`src/logic/muldiv_pkg.sv`:
```
`default_nettype none

package muldiv_pkg;

	// operand width of the unit.
	localparam int DATA_W = 32;

	// op codes, written to bits 3:0 of the op register.
	typedef enum logic [3:0] {
		OP_MULT  = 4'd0,
		OP_MULTU = 4'd1,
		OP_MADD  = 4'd2,
		OP_MADDU = 4'd3,
		OP_MSUB  = 4'd4,
		OP_MSUBU = 4'd5,
		OP_DIV   = 4'd6,
		OP_DIVU  = 4'd7,
		OP_MTHI  = 4'd8,
		OP_MTLO  = 4'd9
	} muldiv_op_e;

	// word addresses on the bus.
	typedef enum logic [2:0] {
		REG_A  = 3'd0,
		REG_B  = 3'd1,
		REG_OP = 3'd2,
		REG_LO = 3'd3,
		REG_HI = 3'd4
	} reg_addr_e;

	// hi/lo pair, seen as one word or as two halves.
	typedef union packed {
		logic [2*DATA_W-1:0] full;
		struct packed {
			logic [DATA_W-1:0] hi;
			logic [DATA_W-1:0] lo;
		} half;
	} hilo_u;

endpackage

`default_nettype wire

```
`src/logic/muldiv_if.sv`:
```
`timescale 1ns/1ps
`default_nettype none

// command from the bus side to the datapath.
interface cmd_if;
	logic                          valid;
	muldiv_pkg::muldiv_op_e        op;
	logic [muldiv_pkg::DATA_W-1:0] a;
	logic [muldiv_pkg::DATA_W-1:0] b;

	modport issue (output valid, op, a, b);
	modport execute (input valid, op, a, b);
endinterface

// sign-corrected result toward the hi/lo register.
interface res_if;
	logic                            valid;
	muldiv_pkg::muldiv_op_e          op;
	logic [2*muldiv_pkg::DATA_W-1:0] value;

	modport produce (output valid, op, value);
	modport store (input valid, op, value);
endinterface

`default_nettype wire

```
`src/logic/muldiv_mult.sv`:
```
`timescale 1ns/1ps
`default_nettype none

module muldiv_mult (
	input  logic                            clk,
	input  logic                            start,
	input  logic [muldiv_pkg::DATA_W-1:0]   x,
	input  logic [muldiv_pkg::DATA_W-1:0]   y,
	output logic [2*muldiv_pkg::DATA_W-1:0] product,
	output logic                            ready
);

	localparam int W = muldiv_pkg::DATA_W;
	localparam int H = W / 2;

	logic [W-1:0] x_hi, x_lo, y_hi, y_lo;
	logic [W-1:0] pp_hi, pp_lo;
	logic [W:0]   pp_md;
	logic         stage1_v;

	// halves zero-extended to full width.
	assign x_hi = {{H{1'b0}}, x[W-1:H]};
	assign x_lo = {{H{1'b0}}, x[H-1:0]};
	assign y_hi = {{H{1'b0}}, y[W-1:H]};
	assign y_lo = {{H{1'b0}}, y[H-1:0]};

	always_ff @(posedge clk) begin
		// stage one, partial products.
		pp_hi <= x_hi * y_hi;
		pp_lo <= x_lo * y_lo;
		pp_md <= {1'b0, x_lo * y_hi} + {1'b0, x_hi * y_lo};
		stage1_v <= start;
		// stage two, middle term shifted into place.
		product <= {pp_hi, pp_lo} + {{(H-1){1'b0}}, pp_md, {H{1'b0}}};
		ready <= stage1_v;
	end

endmodule

`default_nettype wire

```
`src/logic/muldiv_div.sv`:
```
`timescale 1ns/1ps
`default_nettype none

module muldiv_div #(
	parameter int DIV_STEPS = 32
) (
	input  logic                          clk,
	input  logic                          rst_n,
	input  logic                          start,
	input  logic [muldiv_pkg::DATA_W-1:0] dividend,
	input  logic [muldiv_pkg::DATA_W-1:0] divisor,
	output logic [muldiv_pkg::DATA_W-1:0] quotient,
	output logic [muldiv_pkg::DATA_W-1:0] remainder,
	output logic                          ready
);

	localparam int W = muldiv_pkg::DATA_W;
	localparam int CNT_W = $clog2(DIV_STEPS + 1);

	logic [CNT_W-1:0] count;
	logic [W-1:0]     rem_q;
	logic [W-1:0]     quo_q;
	logic [W-1:0]     den_q;
	logic [W:0]       shifted;
	logic [W:0]       trial;

	// next dividend bit enters the partial remainder.
	assign shifted = {rem_q, quo_q[W-1]};
	assign trial = shifted - {1'b0, den_q};

	assign quotient = quo_q;
	assign remainder = rem_q;

	always_ff @(posedge clk) begin
		if (!rst_n) begin
			count <= '0;
			ready <= 1'b0;
		end else begin
			ready <= (count == CNT_W'(1));
			if (start) begin
				count <= CNT_W'(DIV_STEPS);
			end else if (count != '0) begin
				count <= count - 1'b1;
			end
		end
	end

	always_ff @(posedge clk) begin
		if (start) begin
			rem_q <= '0;
			// top bits of a short dividend shift out first.
			quo_q <= dividend << (W - DIV_STEPS);
			den_q <= divisor;
		end else if (count != '0) begin
			// restore on a negative trial.
			if (trial[W]) begin
				rem_q <= shifted[W-1:0];
			end else begin
				rem_q <= trial[W-1:0];
			end
			quo_q <= {quo_q[W-2:0], ~trial[W]};
		end
	end

endmodule

`default_nettype wire

```
`src/logic/muldiv_execute.sv`:
```
`timescale 1ns/1ps
`default_nettype none

module muldiv_execute #(
	parameter int DIV_STEPS = 32
) (
	input  logic   clk,
	input  logic   rst_n,
	cmd_if.execute cmd,
	res_if.produce res
);

	localparam int W = muldiv_pkg::DATA_W;

	logic                   is_signed, is_mul, is_div, move_now;
	logic [W-1:0]           abs_a, abs_b;
	muldiv_pkg::muldiv_op_e op_q;
	logic                   neg_q, neg_rem_q;
	logic [2*W-1:0]         product, prod_fix;
	logic                   mult_ready;
	logic [W-1:0]           quo, rem;
	logic                   div_ready;

	always_comb begin
		is_signed = 1'b0;
		is_mul = 1'b0;
		is_div = 1'b0;
		case (cmd.op)
			muldiv_pkg::OP_MULT, muldiv_pkg::OP_MADD, muldiv_pkg::OP_MSUB: begin
				is_signed = 1'b1;
				is_mul = 1'b1;
			end
			muldiv_pkg::OP_MULTU, muldiv_pkg::OP_MADDU, muldiv_pkg::OP_MSUBU: is_mul = 1'b1;
			muldiv_pkg::OP_DIV: begin
				is_signed = 1'b1;
				is_div = 1'b1;
			end
			muldiv_pkg::OP_DIVU: is_div = 1'b1;
			default: ;
		endcase
	end

	assign abs_a = (is_signed && cmd.a[W-1]) ? -cmd.a : cmd.a;
	assign abs_b = (is_signed && cmd.b[W-1]) ? -cmd.b : cmd.b;
	assign move_now = cmd.valid & ~is_mul & ~is_div;

	// sign info held until the unit finishes.
	always_ff @(posedge clk) begin
		if (cmd.valid) begin
			op_q <= cmd.op;
			neg_q <= is_signed & (cmd.a[W-1] ^ cmd.b[W-1]);
			neg_rem_q <= is_signed & cmd.a[W-1];
		end
	end

	muldiv_mult u_mult (
		.clk     (clk),
		.start   (cmd.valid & is_mul),
		.x       (abs_a),
		.y       (abs_b),
		.product (product),
		.ready   (mult_ready)
	);

	muldiv_div #(
		.DIV_STEPS (DIV_STEPS)
	) u_div (
		.clk       (clk),
		.rst_n     (rst_n),
		.start     (cmd.valid & is_div),
		.dividend  (abs_a),
		.divisor   (abs_b),
		.quotient  (quo),
		.remainder (rem),
		.ready     (div_ready)
	);

	assign prod_fix = neg_q ? -product : product;

	assign res.valid = mult_ready | div_ready | move_now;
	assign res.op = move_now ? cmd.op : op_q;

	always_comb begin
		if (mult_ready) begin
			res.value = prod_fix;
		end else if (div_ready) begin
			// remainder follows the dividend sign.
			res.value = {neg_rem_q ? -rem : rem, neg_q ? -quo : quo};
		end else if (cmd.op == muldiv_pkg::OP_MTHI) begin
			res.value = {cmd.a, {W{1'b0}}};
		end else begin
			res.value = {{W{1'b0}}, cmd.a};
		end
	end

endmodule

`default_nettype wire

```
`src/logic/muldiv_result.sv`:
```
`timescale 1ns/1ps
`default_nettype none

module muldiv_result (
	input  logic              clk,
	input  logic              rst_n,
	res_if.store              res,
	output muldiv_pkg::hilo_u hilo,
	output logic              done
);

	localparam int W = muldiv_pkg::DATA_W;

	always_ff @(posedge clk) begin
		if (!rst_n) begin
			hilo.full <= '0;
			done <= 1'b0;
		end else begin
			done <= res.valid;
			if (res.valid) begin
				case (res.op)
					// accumulate on the whole 64-bit pair.
					muldiv_pkg::OP_MADD, muldiv_pkg::OP_MADDU: begin
						hilo.full <= hilo.full + res.value;
					end
					muldiv_pkg::OP_MSUB, muldiv_pkg::OP_MSUBU: begin
						hilo.full <= hilo.full - res.value;
					end
					muldiv_pkg::OP_MULT, muldiv_pkg::OP_MULTU,
					muldiv_pkg::OP_DIV, muldiv_pkg::OP_DIVU: begin
						hilo.full <= res.value;
					end
					// moves touch one half only.
					muldiv_pkg::OP_MTHI: hilo.half.hi <= res.value[2*W-1:W];
					muldiv_pkg::OP_MTLO: hilo.half.lo <= res.value[W-1:0];
					default: ;
				endcase
			end
		end
	end

endmodule

`default_nettype wire

```
`src/logic/muldiv_decode.sv`:
```
`timescale 1ns/1ps
`default_nettype none

module muldiv_decode (
	input  logic                          clk,
	input  logic                          rst_n,
	input  logic                          cyc,
	input  logic                          stb,
	input  logic                          we,
	input  logic [2:0]                    adr,
	input  logic [muldiv_pkg::DATA_W-1:0] dat_w,
	output logic [muldiv_pkg::DATA_W-1:0] dat_r,
	output logic                          ack,
	cmd_if.issue                          cmd,
	input  muldiv_pkg::hilo_u             hilo,
	input  logic                          done
);

	localparam int W = muldiv_pkg::DATA_W;

	muldiv_pkg::reg_addr_e addr;
	logic                  req;
	logic                  new_req;
	logic                  is_cmd;
	logic                  ack_q;
	logic                  busy;
	logic [W-1:0]          a_q;
	logic [W-1:0]          b_q;

	assign addr = muldiv_pkg::reg_addr_e'(adr);
	assign req = cyc & stb;
	// command writes complete when the result side reports done.
	assign ack = req & (ack_q | (busy & done));
	assign new_req = req & ~ack & ~busy;
	assign is_cmd = we & (addr == muldiv_pkg::REG_OP || addr == muldiv_pkg::REG_LO ||
		addr == muldiv_pkg::REG_HI);

	always_ff @(posedge clk) begin
		if (!rst_n) begin
			ack_q <= 1'b0;
			busy <= 1'b0;
			cmd.valid <= 1'b0;
		end else begin
			ack_q <= 1'b0;
			cmd.valid <= 1'b0;
			if (busy && done) begin
				busy <= 1'b0;
			end
			if (new_req) begin
				if (is_cmd) begin
					busy <= 1'b1;
					cmd.valid <= 1'b1;
				end else begin
					ack_q <= 1'b1;
				end
			end
		end
	end

	always_ff @(posedge clk) begin
		if (new_req && we) begin
			case (addr)
				muldiv_pkg::REG_A: a_q <= dat_w;
				muldiv_pkg::REG_B: b_q <= dat_w;
				muldiv_pkg::REG_OP: begin
					cmd.op <= muldiv_pkg::muldiv_op_e'(dat_w[3:0]);
					cmd.a <= a_q;
					cmd.b <= b_q;
				end
				// moves carry the bus word as operand a.
				muldiv_pkg::REG_LO: begin
					cmd.op <= muldiv_pkg::OP_MTLO;
					cmd.a <= dat_w;
				end
				muldiv_pkg::REG_HI: begin
					cmd.op <= muldiv_pkg::OP_MTHI;
					cmd.a <= dat_w;
				end
				default: ;
			endcase
		end else if (new_req) begin
			case (addr)
				muldiv_pkg::REG_A:  dat_r <= a_q;
				muldiv_pkg::REG_B:  dat_r <= b_q;
				muldiv_pkg::REG_LO: dat_r <= hilo.half.lo;
				muldiv_pkg::REG_HI: dat_r <= hilo.half.hi;
				default:            dat_r <= '0;
			endcase
		end
	end

endmodule

`default_nettype wire

```
`src/logic/muldiv_top.sv`:
```
`timescale 1ns/1ps
`default_nettype none

module muldiv_top #(
	parameter int DIV_STEPS = 32
) (
	input  logic                          clk,
	input  logic                          rst_n,
	input  logic                          cyc,
	input  logic                          stb,
	input  logic                          we,
	input  logic [2:0]                    adr,
	input  logic [muldiv_pkg::DATA_W-1:0] dat_w,
	output logic [muldiv_pkg::DATA_W-1:0] dat_r,
	output logic                          ack
);

	muldiv_pkg::hilo_u hilo;
	logic              done;

	cmd_if cmd_bus ();
	res_if res_bus ();

	muldiv_decode u_decode (
		.clk   (clk),
		.rst_n (rst_n),
		.cyc   (cyc),
		.stb   (stb),
		.we    (we),
		.adr   (adr),
		.dat_w (dat_w),
		.dat_r (dat_r),
		.ack   (ack),
		.cmd   (cmd_bus),
		.hilo  (hilo),
		.done  (done)
	);

	muldiv_execute #(
		.DIV_STEPS (DIV_STEPS)
	) u_execute (
		.clk   (clk),
		.rst_n (rst_n),
		.cmd   (cmd_bus),
		.res   (res_bus)
	);

	muldiv_result u_result (
		.clk   (clk),
		.rst_n (rst_n),
		.res   (res_bus),
		.hilo  (hilo),
		.done  (done)
	);

endmodule

`default_nettype wire

```
`config.mk`:
```
export PLATFORM = sky130hd
export DESIGN_NAME = muldiv_top
export DESIGN_NICKNAME = d
export VERILOG_FILES = /design/src/logic/muldiv_pkg.sv /design/src/logic/muldiv_if.sv /design/src/logic/muldiv_mult.sv /design/src/logic/muldiv_div.sv /design/src/logic/muldiv_execute.sv /design/src/logic/muldiv_result.sv /design/src/logic/muldiv_decode.sv /design/src/logic/muldiv_top.sv
export SDC_FILE = /design/constraint.sdc
export NUM_CORES = 2
export LEC_CHECK = 0
export BUFFER_PORTS_ARGS = -buffer_cell sky130_fd_sc_hd__buf_2
export CAP_MARGIN = 30
export CORE_MARGIN = 10
export CORE_UTILIZATION = 25
export DETAILED_ROUTE_END_ITERATION = 10
export PLACE_DENSITY = 0.43
export SLEW_MARGIN = 15
export SYNTH_ARGS = -nofsm -noshare
export SYNTH_HDL_FRONTEND = slang
export SYNTH_HIERARCHICAL = 1
export SYNTH_SLANG_ARGS = --single-unit
export TNS_END_PERCENT = 50
```
`constraint.sdc`:
```
create_clock -name clk -period 9 [get_ports clk]
set_clock_uncertainty 0.1 [all_clocks]
set_input_delay 0.45 -clock clk [delete_from_list [all_inputs] [get_ports clk]]
set_output_delay 0.45 -clock clk [all_outputs]
set_load 0.05 [all_outputs]
```
# [Word-level counts from Yosys, hierarchy flattened]
# Index checks and enable logic that the tools add are counted.
[word_totals] ff_bits=504 latchBits=0 ram_bits=0 rom_bits=0 inputBits=40 out_inout_bits=33 wordCells=147 mem_count=0
[classes] add_sub_neg=11 multipliers=4 n_div=0 order_cmp=0 n_eq_ne=22 n_shift=0 muxes=27 bitwise=23 reduce_logical=33
[ops] cell="$mux 64" count=4
[ops] cell="$mux 32" count=7
[ops] cell="$pmux 32 s3" count=2
[ops] cell="$mul 16x16->32" count=4
[ops] cell="$neg 32->32" count=4
[ops] cell="$pmux 32 s4" count=1
[ops] cell="$add 64x49->64" count=1
[ops] cell="$add 64x64->64" count=1
[ops] cell="$neg 64->64" count=1
[ops] cell="$pmux 32 s2" count=1
[ops] cell="$sub 64x64->64" count=1
[ops] cell="$add 32x32->33" count=1
[ops] cell="$sub 33x32->33" count=1
[ops] cell="$eq 4x3->1 const B" count=8
[ops] cell="$reduce_and 2->1" count=9
[ops] cell="$eq 4x2->1 const B" count=4
[ops] cell="$and 1x1->1" count=12
[ops] cell="$eq 4x4->1 const B" count=3
[ops] cell="$mux 6" count=2
[ops] cell="$pmux 4 s3" count=1
[ops] cell="$reduce_or 2->1" count=5
[ops] cell="$reduce_or 5->1" count=2
[ops] cell="$reduce_bool 3->1" count=3
[ops] cell="$eq 4x1->1 const B" count=2
[ops] cell="18 further kinds" count=40

# [Logic depth before layout (Yosys ltp)]
[logic_depth] ltp_word=11 mapped_depth=36 ltp_nobuf=35

# [Hierarchy]
# The synthesis kept the hierarchy.
[modules_own_cells] mod="muldiv_mult" instances=1 cells_each=4341 area_each_um2=39437.8 seq_area_each_um2=3263.1
[modules_own_cells] mod="muldiv_result" instances=1 cells_each=1628 area_each_um2=10946.7 seq_area_each_um2=1301.2
[modules_own_cells] mod="muldiv_decode" instances=1 cells_each=381 area_each_um2=6547.5 seq_area_each_um2=4984.8
[modules_own_cells] mod="muldiv_div" instances=1 cells_each=595 area_each_um2=6112.1 seq_area_each_um2=2702.6
[modules_own_cells] mod="muldiv_execute" instances=1 cells_each=854 area_each_um2=5773.0 seq_area_each_um2=180.2

# [Least setup slack after synthesis]
# OpenSTA, ideal clock, no wires.
[synth_path] path_type="flip-flop to flip-flop" startpoint="reg u_decode.cmd.a[16]" endpoint="reg u_execute.u_mult.pp_md[32]" setup_ns=0.121 arrival_ns=8.716 required_time_ns=8.779 path_slack_ns=0.063 stages_incl_launch_ff=30 path_buffers=1 cell_sequence="edfxtp_1 -> or4_1 -> or3_1 -> nor4b_2 -> nand4_1 -> o41ai_1 -> xnor2_1 -> clkbuf_1 -> nand2_1 -> fa_1 -> fa_1 -> inv_1 -> fa_1 -> fa_1 -> fa_1 -> fa_1 -> fa_1 -> inv_1 -> fa_1 -> inv_1 -> ha_1 -> nand4_1 -> o221ai_1 -> a31oi_1 -> nor4_2 -> o221ai_1 -> a211o_1 -> o31ai_1 -> a21oi_1 -> xnor2_1"
[synth_via] elab_chain_len=4
[synth_lines] element="from (decl)" line="muldiv_if.sv:11" source="modport issue (output valid, op, a, b);"
[synth_lines] element="from (signal assigned)" line="muldiv_decode.sv:67" source="cmd.a <= a_q;"
[synth_lines] element="from (signal assigned)" line="muldiv_decode.sv:73" source="cmd.a <= dat_w;"
[synth_lines] element="from (signal assigned)" line="muldiv_decode.sv:77" source="cmd.a <= dat_w;"
[synth_lines] element="$neg 32->32" line="muldiv_execute.sv:43" source="assign abs_a = (is_signed && cmd.a[W-1]) ? -cmd.a : cmd.a;"
[synth_lines] element="$mux 32" line="muldiv_execute.sv:43"
[synth_lines] element="named net u_execute.abs_a[29]" line="muldiv_execute.sv:16" source="logic [W-1:0] abs_a, abs_b;"
[synth_lines] element="$mul 16x16->32" line="muldiv_mult.sv:31" source="pp_md <= {1'b0, x_lo * y_hi} + {1'b0, x_hi * y_lo};"
[synth_lines] element="$add 32x32->33" line="muldiv_mult.sv:31"
[synth_lines] element="to (signal assigned)" line="muldiv_mult.sv:31"
[synth_lines] element="to (decl)" line="muldiv_mult.sv:18" source="logic [W:0] pp_md;"
# The timed path passes the listed nets, and every way through them passes these cells.
# A chain may end at the register's enable or synchronous reset.

# [Final worst setup path]
# Ends and elaborated chain as after synthesis.

==> flow_metrics.tcl <==
set metrics [dict create \
    tns_ps -635 \
    utilization 0.293 \
    yosys.area.top_type_share 0.244 \
    ant_nets 0 \
    synth_cell_types 115 \
    syn_inst 7799 \
    violations "DRC, setup timing" \
    crit_type "flip-flop to flip-flop" \
    fp-row-count 192 \
    cp.required_ps 9440 \
    drt_iter0_drc 4690 \
    slowest_delay_ps 560 \
    synth_seq_area_share 0.181 \
    cts_tree "yes" \
    ys_warn_count 6 \
    wl_um 272000 \
    netSwitchingFraction 0.489 \
    clockBufferDepth 3 \
    r2r_slack_ps -270 \
    h-tree-depth 3 \
    grt_util_all_layers 0.179 \
    vias 57900 \
    outcome "finished, violations left" \
    pre_cts_ws_ps -443 \
    clk_latency_ps 680 \
    fin_nets 9500 \
    critPathSlowestCell "or4_4" \
    cp_max_fo 7 \
    p_int_mw 13.4 \
    place_area_sq_um 76600 \
    timing_hold_violations_final 0 \
    cp-end-kind "flip-flop" \
    drive_above_1_share 0.122 \
    p_per_area_nw_per_um2 326 \
    p_clk_frac 0.109 \
    cts_buffers 69 \
    relSlewSlack 0.293 \
    antenna_found_initial 26 \
    gp_congestion 0.937 \
    comb_power_share 0.734 \
    syn_avg_cell_area_sq_um 8.82 \
    post-route-period-util 1.03 \
    portBuffers 72 \
    vias_per_cell 4.96 \
    start_kind "flip-flop" \
    syn_to_final_growth_pct 16.4 \
    first_pass_iters 9 \
    tightest_slew_ps 1050 \
    cts_root_buf "clkbuf_16" \
    synth_common_cells "inv_1, nand2_1, fa_1" \
    drv_slew 0 \
    synth_largest_area_cell "fa_1" \
    dieArea_sq_um 297000 \
    setup_viol 3 \
    ys.flop_type "dfxtp_1" \
    async_reset_ff_frac 0 \
    rsz0062_at_grt "yes" \
    grt_max_degree 94 \
    switchingPower_mw 12.8 \
    report.power.total_mw 26.2 \
    synth_edf_count 234 \
    fmax_mhz 108 \
    grt_pass1_vias 59400 \
    grt_pass1_wl_um 402000 \
    cp_data_arrival_time_ps 9720 \
    fp.dieW_um 545 \
    synth.net_count 9287 \
    p_seq_frac 0.156 \
    leakage_nw 35.8 \
    ys_seq_elements 504 \
    cts_sinks 504 \
    grt-ovfl-total 0 \
    period_needed_ps 9270 \
    wl_per_cell_um 23.3 \
    hp-class "input pin to flip-flop" \
    fin_area_sq_um 80100 \
    netlist_top_cells_area "fa_1, ha_1, edfxtp_1" \
    synth_most_common_cell "inv_1" \
    crit_top_cell "fa_1" \
    clk_pin_slew_ps 60 \
    core_area_sq_um 274000 \
    ios 73 \
    finalWorstSetupSlack_ps -274 \
    maxCapViolCount 0 \
    dp_hpwl_um 219000 \
    start_util 0.251 \
    max-vdd-ir-drop_mv 0.792 \
    drc_errors 3 \
    synth_area_sq_um 68800 \
    dieHeight_um 545 \
]
[placed cells by master (no fill, tap or decap), types with 39 or more instances in the layout]
master	instances
buf_12	42
o21bai_1	59
nand3_1	82
a21o_1	92
a21oi_1	423
o31ai_1	65
and2_1	469
fa_1	837
ha_1	599
nor3_1	83
nor2b_1	44
dfxtp_1	268
xnor2_1	199
nand2b_1	39
xor2_1	96
nand4_1	47
inv_1	1166
a211oi_1	69
a31oi_1	46
a22oi_1	59
clkbuf_16	72
buf_4	398
buf_2	73
edfxtp_1	234
nor2_1	315
o21ai_0	243
a221oi_1	68
mux2_2	75
nand2_1	908
nor4_1	42
[what timing repair did]
| action | in CTS | in global routing |
|---|---|---|
| gates cloned | 0 | 0 |
| pin swaps | 33 | 54 |
| endpoints found under the hold margin | 73 | 0 |
| hold buffers | 31 | 0 |
| gates resized for setup | 51 | 64 |
| setup endpoints to repair | 12 | 29 |
| setup buffers | 10 | 7 |
[through the flow]
stage	hold WS, ps	cells
final	60.0	11700
after global routing	27.7	11700
after CTS	4.15	11600
after detailed placement	213	11500
after global placement	212	11500
after floorplan	210	7799
[per-layer routing]
layer,GRT usage,wire length [um],share of wire,vias up
met5,0,0,0,-
met4,0.0502,8320,0.031,0
met3,0.0189,14200,0.052,284
met2,0.298,127000,0.47,1752
met1,0.246,123000,0.45,29500
li1,-,-,-,26400
[flip-flops by register name, summed over array words and instances, names as in the netlist, 6 cells and up]
register	count
u_execute/u_mult/product	64
u_result/hilo	64
u_execute/u_mult/pp_md	33
u_decode/a_q	32
u_decode/b_q	32
u_decode/cmd.a	32
u_decode/cmd.b	32
u_decode/dat_r	32
u_execute/u_div/den_q	32
u_execute/u_div/quotient	32
u_execute/u_div/remainder	32
u_execute/u_mult/pp_hi	32
u_execute/u_mult/pp_lo	32
u_execute/u_div/count	6
[power groups by stage]
stage	logic [mW]	clock network, mW	registers [mW]
global route	20.9	3.03	4.15
floorplan	10.7	0	3.65
finish	19.2	2.86	4.09
CTS	18.5	2.95	4.07
detailed placement	17.7	0	4.12
global placement	17.7	0	4.12
[final timing paths]
kind,startpoint,to,cells after the start
worst min register to register,u_execute/u_mult/pp_lo[10],u_execute/u_mult/product[10],0
worst max-delay path,u_decode/cmd.a[16],u_execute/u_mult/pp_md[32],31
worst max register to register,u_decode/cmd.a[16],u_execute/u_mult/pp_md[32],31
worst min-delay path,dat_w[1],u_decode/b_q[1],1
[layout make-up]
class / count / area, sq um
Fill cell: 29100 / 194000
Multi-Input combinational cell: 5696 / 51600
Sequential cell: 504 / 12400
Timing Repair Buffer: 562 / 4740
Tap cell: 3589 / 4490
Inverter: 1179 / 4430
Clock buffer: 93 / 1990
Clock inverter: 35 / 352
Antenna cell: 14 / 35.0
[critical path: cells and delay by family (launching register included)]
family | cells | cell delay, ps
xor gates and xnor gates | 2 | 230
buffers and inverters | 6 | 570
AOI/OAI and AO/OA | 6 | 1190
and+or+nand+nor | 8 | 2330
adders and majority gates | 9 | 4300
DFF | 1 | 390
[cells by family (layout without fill, tap and decap cells)]
| kind of cell | count (synthesis) | count (layout) | synth area share |
|---|---|---|---|
| fa+ha+maj | 1448 | 1448 | 0.355 |
| flops | 504 | 504 | 0.181 |
| simple gates | 2251 | 2251 | 0.160 |
| xor+xnor | 357 | 357 | 0.0458 |
| compound gates | 1519 | 1519 | 0.150 |
| other cells | 0 | 14 | 0 |
| buf+inv | 1599 | 1869 | 0.0887 |
| mux | 121 | 121 | 0.0195 |
(Power assumes the default switching activity.)
